$ cat src/common/cache_cfg_pkg.sv
package cache_cfg_pkg;

	// address and data geometry
	localparam int addr_w = 64;
	localparam int word_w = 64;
	localparam int mask_w = 8;

	// a 32-byte line of four words
	localparam int line_words = 4;
	localparam int word_sel_w = 2;
	localparam int byte_off_w = 3;
	localparam int line_off_w = word_sel_w + byte_off_w; // 5 bits below the index

	typedef logic [word_sel_w-1:0] word_sel_t;
	typedef logic [word_w-1:0] word_t;

endpackage

$ cat src/common/mem_bus_pkg.sv
package mem_bus_pkg;

	localparam int burst_len = 4; // beats per line

	// one bit wider than a word index so it can reach burst_len
	typedef logic [2:0] beat_cnt_t;

	typedef enum logic [2:0] {
		idle,
		lookup,
		write_back,
		refill_req,
		refill_wait,
		finish
	} ctrl_state_t;

endpackage

$ cat src/dcache/dcache_ctrl.sv
`timescale 1ns/1ps

module dcache_ctrl import cache_cfg_pkg::*, mem_bus_pkg::*; #(
	parameter int sets = 64,
	localparam int idx_w = $clog2(sets),
	localparam int tag_w = addr_w - idx_w - line_off_w
) (
	input  logic              clk,
	input  logic              rst_n,
	input  logic              req_valid,
	input  logic              req_write,
	input  logic [addr_w-1:0] req_addr,
	input  word_t             req_wdata,
	input  logic [mask_w-1:0] req_wmask,
	output logic              req_ready,
	output word_t             rsp_rdata,
	output logic              mem_req_valid,
	output logic              mem_req_write,
	output logic [addr_w-1:0] mem_req_addr,
	output word_t             mem_wdata,
	input  logic              mem_ready,
	input  logic              mem_rvalid,
	input  word_t             mem_rdata,
	input  logic              hit_0,
	input  logic              line_valid_0,
	input  logic              line_dirty_0,
	input  logic [tag_w-1:0]  line_tag_0,
	input  word_t             rd_word_0,
	input  logic              hit_1,
	input  logic              line_valid_1,
	input  logic              line_dirty_1,
	input  logic [tag_w-1:0]  line_tag_1,
	input  word_t             rd_word_1,
	output logic [idx_w-1:0]  way_index,
	output logic [tag_w-1:0]  way_tag,
	output word_sel_t         way_word_sel,
	output logic              store_en_0,
	output logic              store_en_1,
	output logic              fill_en_0,
	output logic              fill_en_1,
	output logic              install_en_0,
	output logic              install_en_1,
	output word_sel_t         fill_word,
	output word_t             fill_data,
	output word_t             store_data,
	output logic [mask_w-1:0] store_mask
);

	localparam beat_cnt_t last_beat = beat_cnt_t'(burst_len - 1);

	ctrl_state_t state, state_nxt;

	logic [addr_w-1:0] addr_q;
	logic write_q;
	word_t wdata_q;
	logic [mask_w-1:0] wmask_q;

	logic [sets-1:0] lru_q; // 1 means way 1 is least recently used
	logic victim_q;
	beat_cnt_t wb_cnt;
	beat_cnt_t req_cnt;
	beat_cnt_t rsp_cnt;

	logic [idx_w-1:0] req_idx;
	logic [tag_w-1:0] req_tag;
	word_sel_t req_word;
	logic any_hit;
	logic victim_nxt;
	logic victim_dirty;
	logic [tag_w-1:0] victim_tag;
	logic sel_way;
	logic wb_beat;
	logic rd_beat;
	logic fill_beat;

	assign req_idx  = addr_q[line_off_w +: idx_w];
	assign req_tag  = addr_q[addr_w-1 -: tag_w];
	assign req_word = addr_q[byte_off_w +: word_sel_w];
	assign any_hit  = hit_0 || hit_1;

	// invalid way first, otherwise the LRU way
	always_comb begin
		if (!line_valid_0)
			victim_nxt = 1'b0;
		else if (!line_valid_1)
			victim_nxt = 1'b1;
		else
			victim_nxt = lru_q[req_idx];
	end

	assign victim_dirty = victim_nxt ? line_dirty_1 : line_dirty_0;
	assign victim_tag   = victim_q ? line_tag_1 : line_tag_0;

	assign wb_beat   = (state == write_back) && mem_ready;
	assign rd_beat   = (state == refill_req) && mem_ready;
	assign fill_beat = mem_rvalid && (state == refill_req || state == refill_wait);

	always_comb begin
		state_nxt = state;
		case (state)
			idle: begin
				if (req_valid)
					state_nxt = lookup;
			end
			lookup: begin
				if (any_hit)
					state_nxt = idle;
				else if (victim_dirty)
					state_nxt = write_back;
				else
					state_nxt = refill_req;
			end
			write_back: begin
				if (wb_beat && wb_cnt == last_beat)
					state_nxt = refill_req;
			end
			refill_req: begin
				if (rd_beat && req_cnt == last_beat)
					state_nxt = refill_wait;
			end
			refill_wait: begin
				if (mem_rvalid && rsp_cnt == last_beat) // last return beat
					state_nxt = finish;
			end
			finish: state_nxt = idle;
			default: state_nxt = idle;
		endcase
	end

	always_ff @(posedge clk) begin
		if (!rst_n) begin
			state    <= idle;
			lru_q    <= '0;
			victim_q <= 1'b0;
			wb_cnt   <= '0;
			req_cnt  <= '0;
			rsp_cnt  <= '0;
		end else begin
			state <= state_nxt;
			if (state == lookup) begin
				victim_q <= victim_nxt;
				wb_cnt   <= '0;
				req_cnt  <= '0;
				rsp_cnt  <= '0;
				if (any_hit)
					lru_q[req_idx] <= hit_0; // the other way becomes LRU
			end
			if (wb_beat)
				wb_cnt <= wb_cnt + beat_cnt_t'(1);
			if (rd_beat)
				req_cnt <= req_cnt + beat_cnt_t'(1);
			if (fill_beat)
				rsp_cnt <= rsp_cnt + beat_cnt_t'(1);
			if (state == finish)
				lru_q[req_idx] <= ~victim_q;
		end
	end

	// request held here for the whole miss
	always_ff @(posedge clk) begin
		if (state == idle && req_valid) begin
			addr_q  <= req_addr;
			write_q <= req_write;
			wdata_q <= req_wdata;
			wmask_q <= req_wmask;
		end
	end

	assign way_index    = req_idx;
	assign way_tag      = req_tag;
	assign way_word_sel = (state == write_back) ? wb_cnt[word_sel_w-1:0] : req_word;

	assign store_en_0   = write_q && ((state == lookup && hit_0) || (state == finish && !victim_q));
	assign store_en_1   = write_q && ((state == lookup && hit_1) || (state == finish && victim_q));
	assign fill_en_0    = fill_beat && !victim_q;
	assign fill_en_1    = fill_beat && victim_q;
	assign install_en_0 = (state == finish) && !victim_q;
	assign install_en_1 = (state == finish) && victim_q;
	assign fill_word    = rsp_cnt[word_sel_w-1:0]; // beats return in order
	assign fill_data    = mem_rdata;
	assign store_data   = wdata_q;
	assign store_mask   = wmask_q;

	assign mem_req_valid = (state == write_back) || (state == refill_req);
	assign mem_req_write = (state == write_back);
	assign mem_wdata     = victim_q ? rd_word_1 : rd_word_0;

	always_comb begin
		if (state == write_back)
			mem_req_addr = {victim_tag, req_idx, wb_cnt[word_sel_w-1:0], {byte_off_w{1'b0}}};
		else
			mem_req_addr = {req_tag, req_idx, req_cnt[word_sel_w-1:0], {byte_off_w{1'b0}}};
	end

	// hit way in lookup, filled victim in finish
	assign sel_way   = (state == finish) ? victim_q : hit_1;
	assign rsp_rdata = sel_way ? rd_word_1 : rd_word_0;
	assign req_ready = (state == lookup && any_hit) || (state == finish);

endmodule

$ cat config.mk
export PLATFORM = sky130hd
export DESIGN_NAME = dcache_ctrl
export DESIGN_NICKNAME = d
export VERILOG_FILES = /design/src/common/cache_cfg_pkg.sv /design/src/common/mem_bus_pkg.sv /design/src/dcache/dcache_ctrl.sv
export SDC_FILE = /design/constraint.sdc
export NUM_CORES = 1
export LEC_CHECK = 0
export BUFFER_PORTS_ARGS = -buffer_cell sky130_fd_sc_hd__buf_2
export CAP_MARGIN = 20
export CELL_PAD_IN_SITES_DETAIL_PLACEMENT = 2
export CELL_PAD_IN_SITES_GLOBAL_PLACEMENT = 2
export CORE_AREA = 2 2 327 329
export CTS_BUF_LIST = sky130_fd_sc_hd__clkbuf_4 sky130_fd_sc_hd__clkbuf_8 sky130_fd_sc_hd__clkbuf_16
export CTS_CLUSTER_DIAMETER = 120
export DETAILED_ROUTE_END_ITERATION = 8
export DIE_AREA = 0 0 329 331
export PLACE_DENSITY_LB_ADDON = 0.1
export SLEW_MARGIN = 25
export SYNTH_ARGS = -nofsm -noshare
export SYNTH_HDL_FRONTEND = slang
export SYNTH_SLANG_ARGS = --single-unit
$ cat constraint.sdc
create_clock -name clk -period 14.52 [get_ports clk]
set_input_delay 2.904 -clock clk [delete_from_list [all_inputs] [get_ports clk]]
set_output_delay 2.904 -clock clk [all_outputs]
set_load 0.05 [all_outputs]
==> results of run 1 <==
[logic make-up after synthesis]
| logic type | count (synthesis) |
|---|---|
| other cells | 1 |
| flops | 211 |
| compound gates | 228 |
| fa+ha+maj | 6 |
| buf+inv | 208 |
| simple gates | 247 |
| mux | 200 |
[area by class of cell]
type	count	area (um2)
diodes	7	17.5
clock buffers	36	796
clock inverters	16	134
fillers	12200	88000
inverters	10	51.3
multi-input cells	684	5000
flip-flops and latches	211	5570
well taps	1391	1740
repair buffers	728	3690
[worst min path at each step]
stage / startpoint / end / slack, ns / cells past startpoint
finish: lru_q[4] / lru_q[4] / 0.48 / 2
detailed placement: lru_q[4] / lru_q[4] / 0.47 / 2
global route: lru_q[4] / lru_q[4] / 0.51 / 2
floorplan: lru_q[19] / lru_q[19] / 0.44 / 2
CTS: lru_q[19] / lru_q[19] / 0.48 / 2
global placement: lru_q[30] / lru_q[30] / 0.46 / 2
[cells in the mapped netlist (8+ instances only)]
cell      number
buf_4        137
edfxtp_1     134
mux2_2       130
nand2_1       91
dfxtp_1       77
nor2_1        75
o21ai_0       72
a21oi_1       62
a21boi_0      58
mux2i_1       58
clkbuf_1      29
nand3_1       22
buf_2         15
buf_1         14
nand2b_1      13
a21boi_1       9
and2_1         9
inv_1          8
mux4_2         8
nor2b_1        8
[flip-flops by register name, indices dropped and copies added (netlist names)]
name        count
write_q         1
store_mask      8
wb_cnt          3
rsp_cnt         3
victim_q        1
lru_q          64
addr_q         61
req_cnt         3
state           3
store_data     64
[tightest hold or removal path, stage by stage, from the launching register on]
cell and delay, ns:
dfxtp_1 0.31, o21ai_0 0.06, a21boi_1 0.06
[layer usage]
layer / routed length [um] / up-vias / share of wire
li1: - / 4973 / -
met5: 183 / - / 0.0023
met3: 6210 / 130 / 0.078
met4: 2270 / 14 / 0.028
met2: 43300 / 462 / 0.54
met1: 28000 / 5384 / 0.35
[power by group]
part,internal (mW),switching [mW],leakage [nW],total (mW)
combinational,0.211,0.793,4.35,1.00
sequential,0.719,0.0398,1.90,0.759
clock,0.421,0.310,0.461,0.730
total,1.35,1.14,6.71,2.49
==> tab_implementation.tex, run 1 <==
\begin{tabular}{lr}
\hline
Metric & Value \\
\hline
\multicolumn{2}{l}{\textbf{Synth}} \\
\quad Mapped Area & 11,900 um2 \\
\quad Adder-cell share of the synthesized area & 0.00633 \\
\quad Top-area cell type share of the netlist area & 0.339 \\
\quad Number of enable-type register cells in the synthesized netlist & 134 \\
\quad Gate Count Post-Synth & 1,101 \\
\quad Avg Synthesized Cell Area & approximately 11 um2 \\
\quad Main combinational cell family by area after synthesis & multiplexers \\
\quad Yosys reg bits & between 200 and 250 \\
\quad Synthesized-area fraction occupied by ao, oa, aoi and oai cells & 0.120 \\
\quad Main synth FF type & edfxtp\_1 \\
\quad Syn. warnings & 0 \\
\quad Mux share of post-synthesis cell area & 0.194 \\
\quad Sequential area share after synthesis & 0.469 \\
\quad Proportion of register bits with asynchronous set or reset after synthesis & 0 \\
\quad Top cell type by total area after synthesis & edfxtp\_1 \\
\quad Library cells used by synthesis & 60 \\
\quad XOR/XNOR Fraction of Synth Area & 0 \\
\quad Synth Area in Simple Gates & 0.0968 \\
\quad Dominant cells by area after synthesis & edfxtp\_1 34\%, dfxtp\_1 13\%, mux2\_2 12\% \\
\multicolumn{2}{l}{\textbf{Setup path}} \\
\quad Crit path to & rsp\_rdata[9] \\
\quad Startpoint kind of the worst setup timing path & primary input \\
\quad Worst flop-to-flop path endpoint & lru\_q[46] \\
\quad Source of the worst register-to-register timing path & state[0] \\
\quad Cells along the critical path & buf\_2 > a21oi\_4 > buf\_4 > mux2\_2 > buf\_2 \\
\quad Slowest stage cell on the critical path & buf\_4 \\
\quad Worst Setup SP & hit\_1 \\
\quad CP required & 11.62 ns \\
\quad Critical-path maximum fanout & 60 \\
\quad Startpoint-to-endpoint class of the critical path & in -> out \\
\quad WP data arrival & 4.74 ns \\
\quad Worst path top cell family by delay & buffers and inverters \\
\quad Cell with the most instances on the worst path & buf\_2 \\
\quad Critical path capture point type & output pin \\
\quad Worst R2R Setup Slack & between 10 and 15 ns \\
\quad Worst path bufs/invs & 3 \\
\quad Slowest Stage Delay on Critical Path & 0.70 ns \\
\quad Stages on worst setup path & 5 \\
\quad Worst-case reg-to-reg path depth & 7 \\
\multicolumn{2}{l}{\textbf{GRT}} \\
\quad Overall Global Routing Usage & 0.137 \\
\quad Met2 global-route usage & 0.263 \\
\quad Met1 layer usage reported by global route & 0.144 \\
\quad Initial antenna violation count & 24 \\
\quad First-pass GRT wire length & roughly 100 mm \\
\quad Most congested layer reported by global routing & met2 \\
\quad Maximum number of pins on one net before global-route repair & slightly above 80 \\
\quad Met3 GRT Util & 0.0408 \\
\quad Overflow after GRT & 0 \\
\quad Via count of the first global-routing pass & 12,100 \\
\multicolumn{2}{l}{\textbf{Routing}} \\
\quad Vias after detailed routing & 11,000 \\
\quad Routed wire per std cell & 25.9 um \\
\quad Wire length reported by the detailed router & roughly 80 mm \\
\quad Number of nets with antenna violations after detailed routing & 0 \\
\quad Number of DRC markers after the initial detailed-route iteration & 397 \\
\quad Detail-routed via count per cell & between 3 and 4 \\
\quad DRC violation count after routing & 0 \\
\quad Number of iterations in the first detailed-routing pass & 4 \\
\multicolumn{2}{l}{\textbf{Finish}} \\
\quad Share of layout cells above drive strength 1 & 0.551 \\
\quad Core utilization of the finished layout & 0.162 \\
\quad Fin area & 17,000 um2 \\
\quad Final cell count without fillers & 3,083 \\
\quad Post-layout nets & roughly 2,100 \\
\quad Most common cell after layout, fill and taps aside & buf\_2 \\
\quad Most frequent cells in the layout & 711 x buf\_2, 134 x edfxtp\_1, 130 x mux2\_2 \\
\quad Layout Area Growth over Synthesis & 43.3\% \\
\multicolumn{2}{l}{\textbf{CTS}} \\
\quad Root buffer cell & clkbuf\_16 \\
\quad TritonCTS clock tree & done \\
\quad Post-cts hold buffer count & 0 \\
\quad Total of cells resized after clock tree synthesis & 0 \\
\quad Depth of the CTS H-tree & 1 \\
\quad Post-CTS clock slew at the launch and capture registers of the worst setup and hold paths & 0.06 ns \\
\quad Number of clock sinks & 211 \\
\quad Total setup buffers inserted after CTS & 0 \\
\quad Latest clock arrival within the worst-skew pair & 0.60 ns \\
\quad Number of buffers on the longest clock path & 3 \\
\quad TritonCTS Buffers & 30 \\
\multicolumn{2}{l}{\textbf{Floorplan}} \\
\quad Die X-Extent & 329 um \\
\quad Die area & $\sim$110,000 um2 \\
\quad Initial Util & 0.113 \\
\quad Chip height & 331 um \\
\quad Row count & approximately 120 \\
\quad Core Area & 105,000 um2 \\
\quad I/O pin total & 846 \\
\multicolumn{2}{l}{\textbf{STA}} \\
\quad Setup total negative slack & 0 ns \\
\quad Post-route clock period utilization & 0.527 \\
\quad Worst hold margin & 0.476 ns \\
\quad Normalized max-slew margin & 0.309 \\
\quad Post-Route Skew & 0.0298 ns \\
\quad Setup violators final & 0 \\
\quad Number of hold violations in the final report & 0 \\
\quad Smallest setup slack after layout & 6.87 ns \\
\quad RSZ-0062 raised after global routing & false \\
\quad Fin. max-slew vios & 0 \\
\quad Slew at the pin closest to its max-slew limit & 1.03 ns \\
\quad Min cycle time layout & 7.65 ns \\
\quad Highest attainable clock frequency & 131 MHz \\
\multicolumn{2}{l}{\textbf{Placement}} \\
\quad Cell area reported after detailed placement & about 16,000 um2 \\
\quad Final weighted congestion in routability-driven placement & between 0.7 and 0.8 \\
\quad \# port buffers & between 700 and 800 \\
\quad Worst setup slack before clock tree synthesis & approximately 6.8 ns \\
\quad Detailed placer's ending HPWL & 64.5 mm \\
\quad Placed cell count & 3,024 \\
\multicolumn{2}{l}{\textbf{Job}} \\
\quad Max-capacitance violation count & 0 \\
\multicolumn{2}{l}{\textbf{Pwr}} \\
\quad Total power & 2.49 mW \\
\quad Standby leakage power & 6.71 nW \\
\quad Power density normalized to cell area & 147 nW/um2 \\
\quad Peak supply drop & between 0.07 and 0.08 mV \\
\multicolumn{2}{l}{\textbf{Outcome}} \\
\quad Outcome & finished, final reports clean \\
\multicolumn{2}{l}{\textbf{Min path}} \\
\quad Worst Hold Class & reg -> reg \\
\hline
\end{tabular}
Power figures use the tool's default switching activity.
==> run 2, diff against run 1 <==
--- a/config.mk
+++ b/config.mk
@@ -9,11 +9,11 @@
 export CAP_MARGIN = 20
 export CELL_PAD_IN_SITES_DETAIL_PLACEMENT = 2
 export CELL_PAD_IN_SITES_GLOBAL_PLACEMENT = 2
-export CORE_AREA = 2 2 327 329
+export CORE_AREA = 2 2 333 335
 export CTS_BUF_LIST = sky130_fd_sc_hd__clkbuf_4 sky130_fd_sc_hd__clkbuf_8 sky130_fd_sc_hd__clkbuf_16
 export CTS_CLUSTER_DIAMETER = 120
 export DETAILED_ROUTE_END_ITERATION = 8
-export DIE_AREA = 0 0 329 331
+export DIE_AREA = 0 0 335 337
 export PLACE_DENSITY_LB_ADDON = 0.1
 export SLEW_MARGIN = 25
 export SYNTH_ARGS = -nofsm -noshare
==> constraint.sdc (replaced) <==
create_clock -name clk -period 6.8 [get_ports clk]
set_input_delay 1.36 -clock clk [delete_from_list [all_inputs] [get_ports clk]]
set_output_delay 1.36 -clock clk [all_outputs]
set_load 0.05 [all_outputs]
==> run 2 against run 1 <==
Compared with the run above: sequential cell count unchanged; core utilization decreased by 0.40 points; sequential share of layout area decreased by 0.59 points; sequential power increased by 110%; final cell count increased by 1.4%; critical path type is now reg -> out; largest cell class unchanged; largest power group unchanged.
==> tab_implementation.tex, run 2 (same netlist as run 1, synthesis figures left out) <==
\begin{tabular}{lr}
\hline
Metric & Value \\
\hline
\multicolumn{2}{l}{\textbf{Setup path}} \\
\quad Crit path to & mem\_req\_addr[12] \\
\quad Worst flop-to-flop path endpoint & lru\_q[62] \\
\quad Startpoint kind of the worst setup timing path & flip-flop \\
\quad CP required & between 5 and 6 ns \\
\quad Startpoint-to-endpoint class of the critical path & reg -> out \\
\quad WP data arrival & 3.17 ns \\
\quad Worst R2R Setup Slack & 3.80 ns \\
\quad Critical path capture point type & output pin \\
\quad Worst Setup SP & state[1] \\
\quad Critical-path maximum fanout & 49 \\
\quad Source of the worst register-to-register timing path & state[0] \\
\quad Worst-case reg-to-reg path depth & 7 \\
\multicolumn{2}{l}{\textbf{Min path}} \\
\quad Worst Hold Class & reg -> reg \\
\multicolumn{2}{l}{\textbf{Routing}} \\
\quad Detail-routed via count per cell & 3.50 \\
\quad Wire length reported by the detailed router & $\sim$80 mm \\
\quad Vias after detailed routing & about 11,000 \\
\quad DRC violation count after routing & 0 \\
\quad Number of nets with antenna violations after detailed routing & 0 \\
\quad Number of DRC markers after the initial detailed-route iteration & 300 \\
\quad Routed wire per std cell & 25.6 um \\
\quad Number of iterations in the first detailed-routing pass & 4 \\
\multicolumn{2}{l}{\textbf{Placement}} \\
\quad \# port buffers & 711 \\
\quad Worst setup slack before clock tree synthesis & 2.21 ns \\
\quad Detailed placer's ending HPWL & about 64 mm \\
\quad Final weighted congestion in routability-driven placement & 0.761 \\
\multicolumn{2}{l}{\textbf{STA}} \\
\quad Smallest setup slack after layout & 2.27 ns \\
\quad RSZ-0062 raised after global routing & false \\
\quad Highest attainable clock frequency & roughly 220 MHz \\
\quad Setup total negative slack & 0 ns \\
\quad Setup violators final & 0 \\
\quad Post-route clock period utilization & 0.666 \\
\quad Normalized max-slew margin & 0.250 \\
\quad Min cycle time layout & $\sim$4.5 ns \\
\quad Post-Route Skew & 0.0257 ns \\
\quad Number of hold violations in the final report & 0 \\
\quad Fin. max-slew vios & 0 \\
\quad Slew at the pin closest to its max-slew limit & 1.13 ns \\
\quad Worst hold margin & between 0.4 and 0.5 ns \\
\multicolumn{2}{l}{\textbf{Pwr}} \\
\quad Power density normalized to cell area & 323 nW/um2 \\
\quad Peak supply drop & roughly 0.16 mV \\
\quad Standby leakage power & 6.85 nW \\
\multicolumn{2}{l}{\textbf{CTS}} \\
\quad Latest clock arrival within the worst-skew pair & 0.56 ns \\
\quad Number of buffers on the longest clock path & 3 \\
\quad Root buffer cell & clkbuf\_16 \\
\quad Number of clock sinks & 211 \\
\quad Post-cts hold buffer count & 0 \\
\quad Depth of the CTS H-tree & 2 \\
\quad TritonCTS clock tree & done \\
\quad Total of cells resized after clock tree synthesis & 0 \\
\quad Total setup buffers inserted after CTS & 0 \\
\quad TritonCTS Buffers & 35 \\
\quad Post-CTS clock slew at the launch and capture registers of the worst setup and hold paths & 0.05 ns \\
\multicolumn{2}{l}{\textbf{Finish}} \\
\quad Count of filler cells inserted in the layout & 12,700 \\
\quad Most common cell after layout, fill and taps aside & buf\_2 \\
\quad Share of layout cells above drive strength 1 & 0.557 \\
\quad Post-layout nets & 2,123 \\
\quad Most frequent cells in the layout & 711 x buf\_2, 134 x edfxtp\_1, 130 x mux2\_2 \\
\quad Layout Area Growth over Synthesis & 45.9\% \\
\multicolumn{2}{l}{\textbf{Floorplan}} \\
\quad I/O pin total & 846 \\
\quad Initial Util & 0.108 \\
\quad Die X-Extent & roughly 340 um \\
\quad Chip height & 337 um \\
\quad Row count & 122 \\
\quad Die area & 113,000 um2 \\
\quad Core Area & 110,000 um2 \\
\multicolumn{2}{l}{\textbf{Outcome}} \\
\quad Outcome & finished, final reports clean \\
\multicolumn{2}{l}{\textbf{GRT}} \\
\quad Overall Global Routing Usage & 0.134 \\
\quad Via count of the first global-routing pass & 11,800 \\
\quad First-pass GRT wire length & between 100 and 150 mm \\
\quad Initial antenna violation count & 30 \\
\quad Maximum number of pins on one net before global-route repair & $\sim$130 \\
\quad Overflow after GRT & 0 \\
\multicolumn{2}{l}{\textbf{Job}} \\
\quad Max-capacitance violation count & 0 \\
\hline
\end{tabular}
==> run 2: final cells by class <==
cell class,instances,area (um2),share of cell area
clock inverter,12,121,0.00701
sequential,211,5570,0.322
timing repair buffer,729,3750,0.217
antenna,4,10.0,0.000578
clock buffer,51,1020,0.0589
inverter,10,51.3,0.00296
tap,1426,1780,0.103
multi-input combinational,684,5010,0.289
==> run 2: metrics by stage <==
step	instance area [um2]	util	std cells	total power [mW]
floorplan	11900	-	1103	3.26
global placement	16100	0.147	3059	3.86
CTS	17300	0.158	3122	5.77
detailed placement	16100	0.147	3059	3.86
finish	17300	0.158	3127	5.60
global route	17300	0.158	3126	5.88
==> run 2: routing by layer <==
metal  up-vias  global-route usage  part of all wire
met5         -                   0            0.0018
met4        22              0.0503             0.038
met3       164              0.0511             0.085
met2       472               0.246              0.53
met1      5305               0.136              0.35
li1       4988                   -                 -
==> run 2: worst max-delay path, stage by stage (launching register included) <==
cell      delay [ns]
dfxtp_1         0.50
nand2b_1        0.29
nor2_4          0.51
buf_16          0.23
buf_4           0.49
nor2_1          0.13
a21oi_1         0.14
buf_2           0.30
==> run 2: how the worst min path moves through the flow <==
stage	startpoint	endpoint	slack (ns)	cells past startpoint
after floorplan	lru_q[19]	lru_q[19]	0.44	2
after global placement	lru_q[3]	lru_q[3]	0.46	2
after detailed placement	lru_q[0]	lru_q[0]	0.47	2
after CTS	lru_q[0]	lru_q[0]	0.48	2
after global routing	lru_q[19]	lru_q[19]	0.50	2
final	lru_q[54]	lru_q[54]	0.48	2
==> run 2: power by group <==
part	total (mW)	internal (mW)	switching [mW]
clock network	1.82	1.12	0.700
logic	2.16	0.465	1.70
registers	1.61	1.54	0.0756
==> run 3, diff against run 2 <==
--- a/config.mk
+++ b/config.mk
@@ -9,11 +9,11 @@
 export CAP_MARGIN = 20
 export CELL_PAD_IN_SITES_DETAIL_PLACEMENT = 2
 export CELL_PAD_IN_SITES_GLOBAL_PLACEMENT = 2
-export CORE_AREA = 2 2 333 335
+export CORE_AREA = 2 2 327 329
 export CTS_BUF_LIST = sky130_fd_sc_hd__clkbuf_4 sky130_fd_sc_hd__clkbuf_8 sky130_fd_sc_hd__clkbuf_16
 export CTS_CLUSTER_DIAMETER = 120
 export DETAILED_ROUTE_END_ITERATION = 8
-export DIE_AREA = 0 0 335 337
+export DIE_AREA = 0 0 329 331
 export PLACE_DENSITY_LB_ADDON = 0.1
 export SLEW_MARGIN = 25
 export SYNTH_ARGS = -nofsm -noshare
==> constraint.sdc (replaced) <==
create_clock -name clk -period 4.58 [get_ports clk]
set_input_delay 0.916 -clock clk [delete_from_list [all_inputs] [get_ports clk]]
set_output_delay 0.916 -clock clk [all_outputs]
set_load 0.05 [all_outputs]
==> run 3 against run 2 <==
Compared with the run above: largest power group unchanged; register-to-register slack worse by 2.2 ns; critical path type unchanged; via count is 1.4% higher; routed wire length is 0.69% higher.
==> tab_implementation.tex, run 3 (same netlist as run 1, synthesis figures left out) <==
\begin{tabular}{lr}
\hline
Metric & Value \\
\hline
\multicolumn{2}{l}{\textbf{Outcome}} \\
\quad Outcome & finished, final reports clean \\
\multicolumn{2}{l}{\textbf{CTS}} \\
\quad Number of clock sinks & around 210 \\
\quad TritonCTS Buffers & 31 \\
\quad Total setup buffers inserted after CTS & 0 \\
\quad Latest clock arrival within the worst-skew pair & 0.60 ns \\
\quad Post-CTS clock slew at the launch and capture registers of the worst setup and hold paths & 0.05 ns \\
\quad Number of buffers on the longest clock path & 3 \\
\quad Total of cells resized after clock tree synthesis & 0 \\
\quad Depth of the CTS H-tree & 1 \\
\quad Post-cts hold buffer count & 0 \\
\quad Root buffer cell & clkbuf\_16 \\
\quad TritonCTS clock tree & done \\
\multicolumn{2}{l}{\textbf{Placement}} \\
\quad Detailed placer's ending HPWL & approximately 66 mm \\
\quad \# port buffers & approximately 710 \\
\quad Worst setup slack before clock tree synthesis & $\sim$1.3 ns \\
\quad Placed cell count & 3,041 \\
\quad Final weighted congestion in routability-driven placement & 0.772 \\
\multicolumn{2}{l}{\textbf{Floorplan}} \\
\quad I/O pin total & 846 \\
\quad Die area & 109,000 um2 \\
\quad Chip height & 331 um \\
\quad Initial Util & 0.113 \\
\quad Row count & 119 \\
\quad Core Area & $\sim$100,000 um2 \\
\quad Die X-Extent & 329 um \\
\multicolumn{2}{l}{\textbf{Setup path}} \\
\quad Startpoint-to-endpoint class of the critical path & reg -> out \\
\quad CP required & 3.66 ns \\
\quad Critical path capture point type & output pin \\
\quad Worst path top cell family by delay & buffers and inverters \\
\quad Slowest stage cell on the critical path & dfxtp\_1 \\
\quad Startpoint kind of the worst setup timing path & flip-flop \\
\quad Stages on worst setup path & 6 \\
\quad Worst path bufs/invs & 2 \\
\quad Slowest Stage Delay on Critical Path & around 0.48 ns \\
\quad WP data arrival & 2.81 ns \\
\quad Cells along the critical path & nand3b\_1 > nor2\_1 > a21oi\_4 > buf\_12 > mux2\_2 > buf\_2 \\
\quad Critical-path maximum fanout & between 50 and 60 \\
\quad Worst-case reg-to-reg path depth & 7 \\
\multicolumn{2}{l}{\textbf{GRT}} \\
\quad Overall Global Routing Usage & 0.138 \\
\quad Via count of the first global-routing pass & 12,100 \\
\quad Overflow after GRT & 0 \\
\quad Initial antenna violation count & 21 \\
\quad First-pass GRT wire length & 104 mm \\
\quad Maximum number of pins on one net before global-route repair & 71 \\
\multicolumn{2}{l}{\textbf{Job}} \\
\quad Max-capacitance violation count & 0 \\
\multicolumn{2}{l}{\textbf{Finish}} \\
\quad Final cell count without fillers & 3,098 \\
\quad Most common cell after layout, fill and taps aside & buf\_2 \\
\quad Post-layout nets & 2,135 \\
\quad Layout Area Growth over Synthesis & 45.8\% \\
\quad Most frequent cells in the layout & 711 x buf\_2, 134 x edfxtp\_1, 130 x mux2\_2 \\
\quad Share of layout cells above drive strength 1 & 0.560 \\
\multicolumn{2}{l}{\textbf{Routing}} \\
\quad DRC violation count after routing & 0 \\
\quad Number of iterations in the first detailed-routing pass & 4 \\
\quad Wire length reported by the detailed router & around 81 mm \\
\quad Vias after detailed routing & 11,100 \\
\quad Detail-routed via count per cell & 3.59 \\
\quad Routed wire per std cell & 26.0 um \\
\quad Number of DRC markers after the initial detailed-route iteration & approximately 360 \\
\quad Number of nets with antenna violations after detailed routing & 0 \\
\multicolumn{2}{l}{\textbf{Min path}} \\
\quad Worst hold path depth & 2 \\
\quad Worst Hold Class & reg -> reg \\
\multicolumn{2}{l}{\textbf{STA}} \\
\quad Min cycle time layout & around 3.7 ns \\
\quad Setup total negative slack & 0 ns \\
\quad Highest attainable clock frequency & between 200 and 300 MHz \\
\quad Number of hold violations in the final report & 0 \\
\quad Normalized max-slew margin & 0.326 \\
\quad Post-Route Skew & 0.0229 ns \\
\quad Fin. max-slew vios & 0 \\
\quad RSZ-0062 raised after global routing & false \\
\quad Post-route clock period utilization & 0.814 \\
\quad Worst hold margin & 0.476 ns \\
\quad Smallest setup slack after layout & 0.851 ns \\
\quad Setup violators final & 0 \\
\quad Slew at the pin closest to its max-slew limit & $\sim$1.0 ns \\
\multicolumn{2}{l}{\textbf{Pwr}} \\
\quad Standby leakage power & 6.86 nW \\
\quad Power density normalized to cell area & 465 nW/um2 \\
\quad Peak supply drop & 0.311 mV \\
\hline
\end{tabular}
## run 3: cell type report
class                   count  area (um2)
flip-flops and latches    211        5570
clock buffers              45         906
clock inverters             9        72.6
fillers                 12200       87700
multi-input cells         684        5020
repair buffers            745        3940
well taps                1391        1740
inverters                  10        51.3
diodes                      3        7.51
## run 3: metal layers
metal  wire (um)  part of all wire  up-vias  GRT usage
met3        5680             0.071      135     0.0395
met5         148            0.0018        -    0.00652
met4        2750             0.034       10     0.0441
met1       29300              0.36     5509      0.149
li1            -                 -     5000          -
met2       42700              0.53      453      0.259
## run 3: worst paths after layout
check                 start  slack, ns            end
setup / recovery   state[1]       0.85  rsp_rdata[20]
hold / removal    lru_q[14]       0.48      lru_q[14]
setup reg to reg   state[0]       1.61      lru_q[59]
hold reg to reg   lru_q[14]       0.48      lru_q[14]
## run 3: power by group
part,internal (mW),switching [mW]
clock network,1.41,0.961
logic,0.741,2.52
registers,2.28,0.141
total,4.43,3.62
## run 3: metrics by stage
stage / utilization / power [mW] / cell area [um2]
after detailed placement: 0.155 / 5.81 / 16300
final: 0.165 / 8.05 / 17300
after global routing: 0.165 / 8.44 / 17300
after CTS: 0.165 / 8.29 / 17300
after floorplan: - / 4.85 / 11900
after global placement: 0.155 / 5.78 / 16200
## run 3: worst min-delay path: cells and delay by family (launching register included)
kind,cells,cell delay [ns]
AOI/OAI and AO/OA,2,0.13
DFF,1,0.31
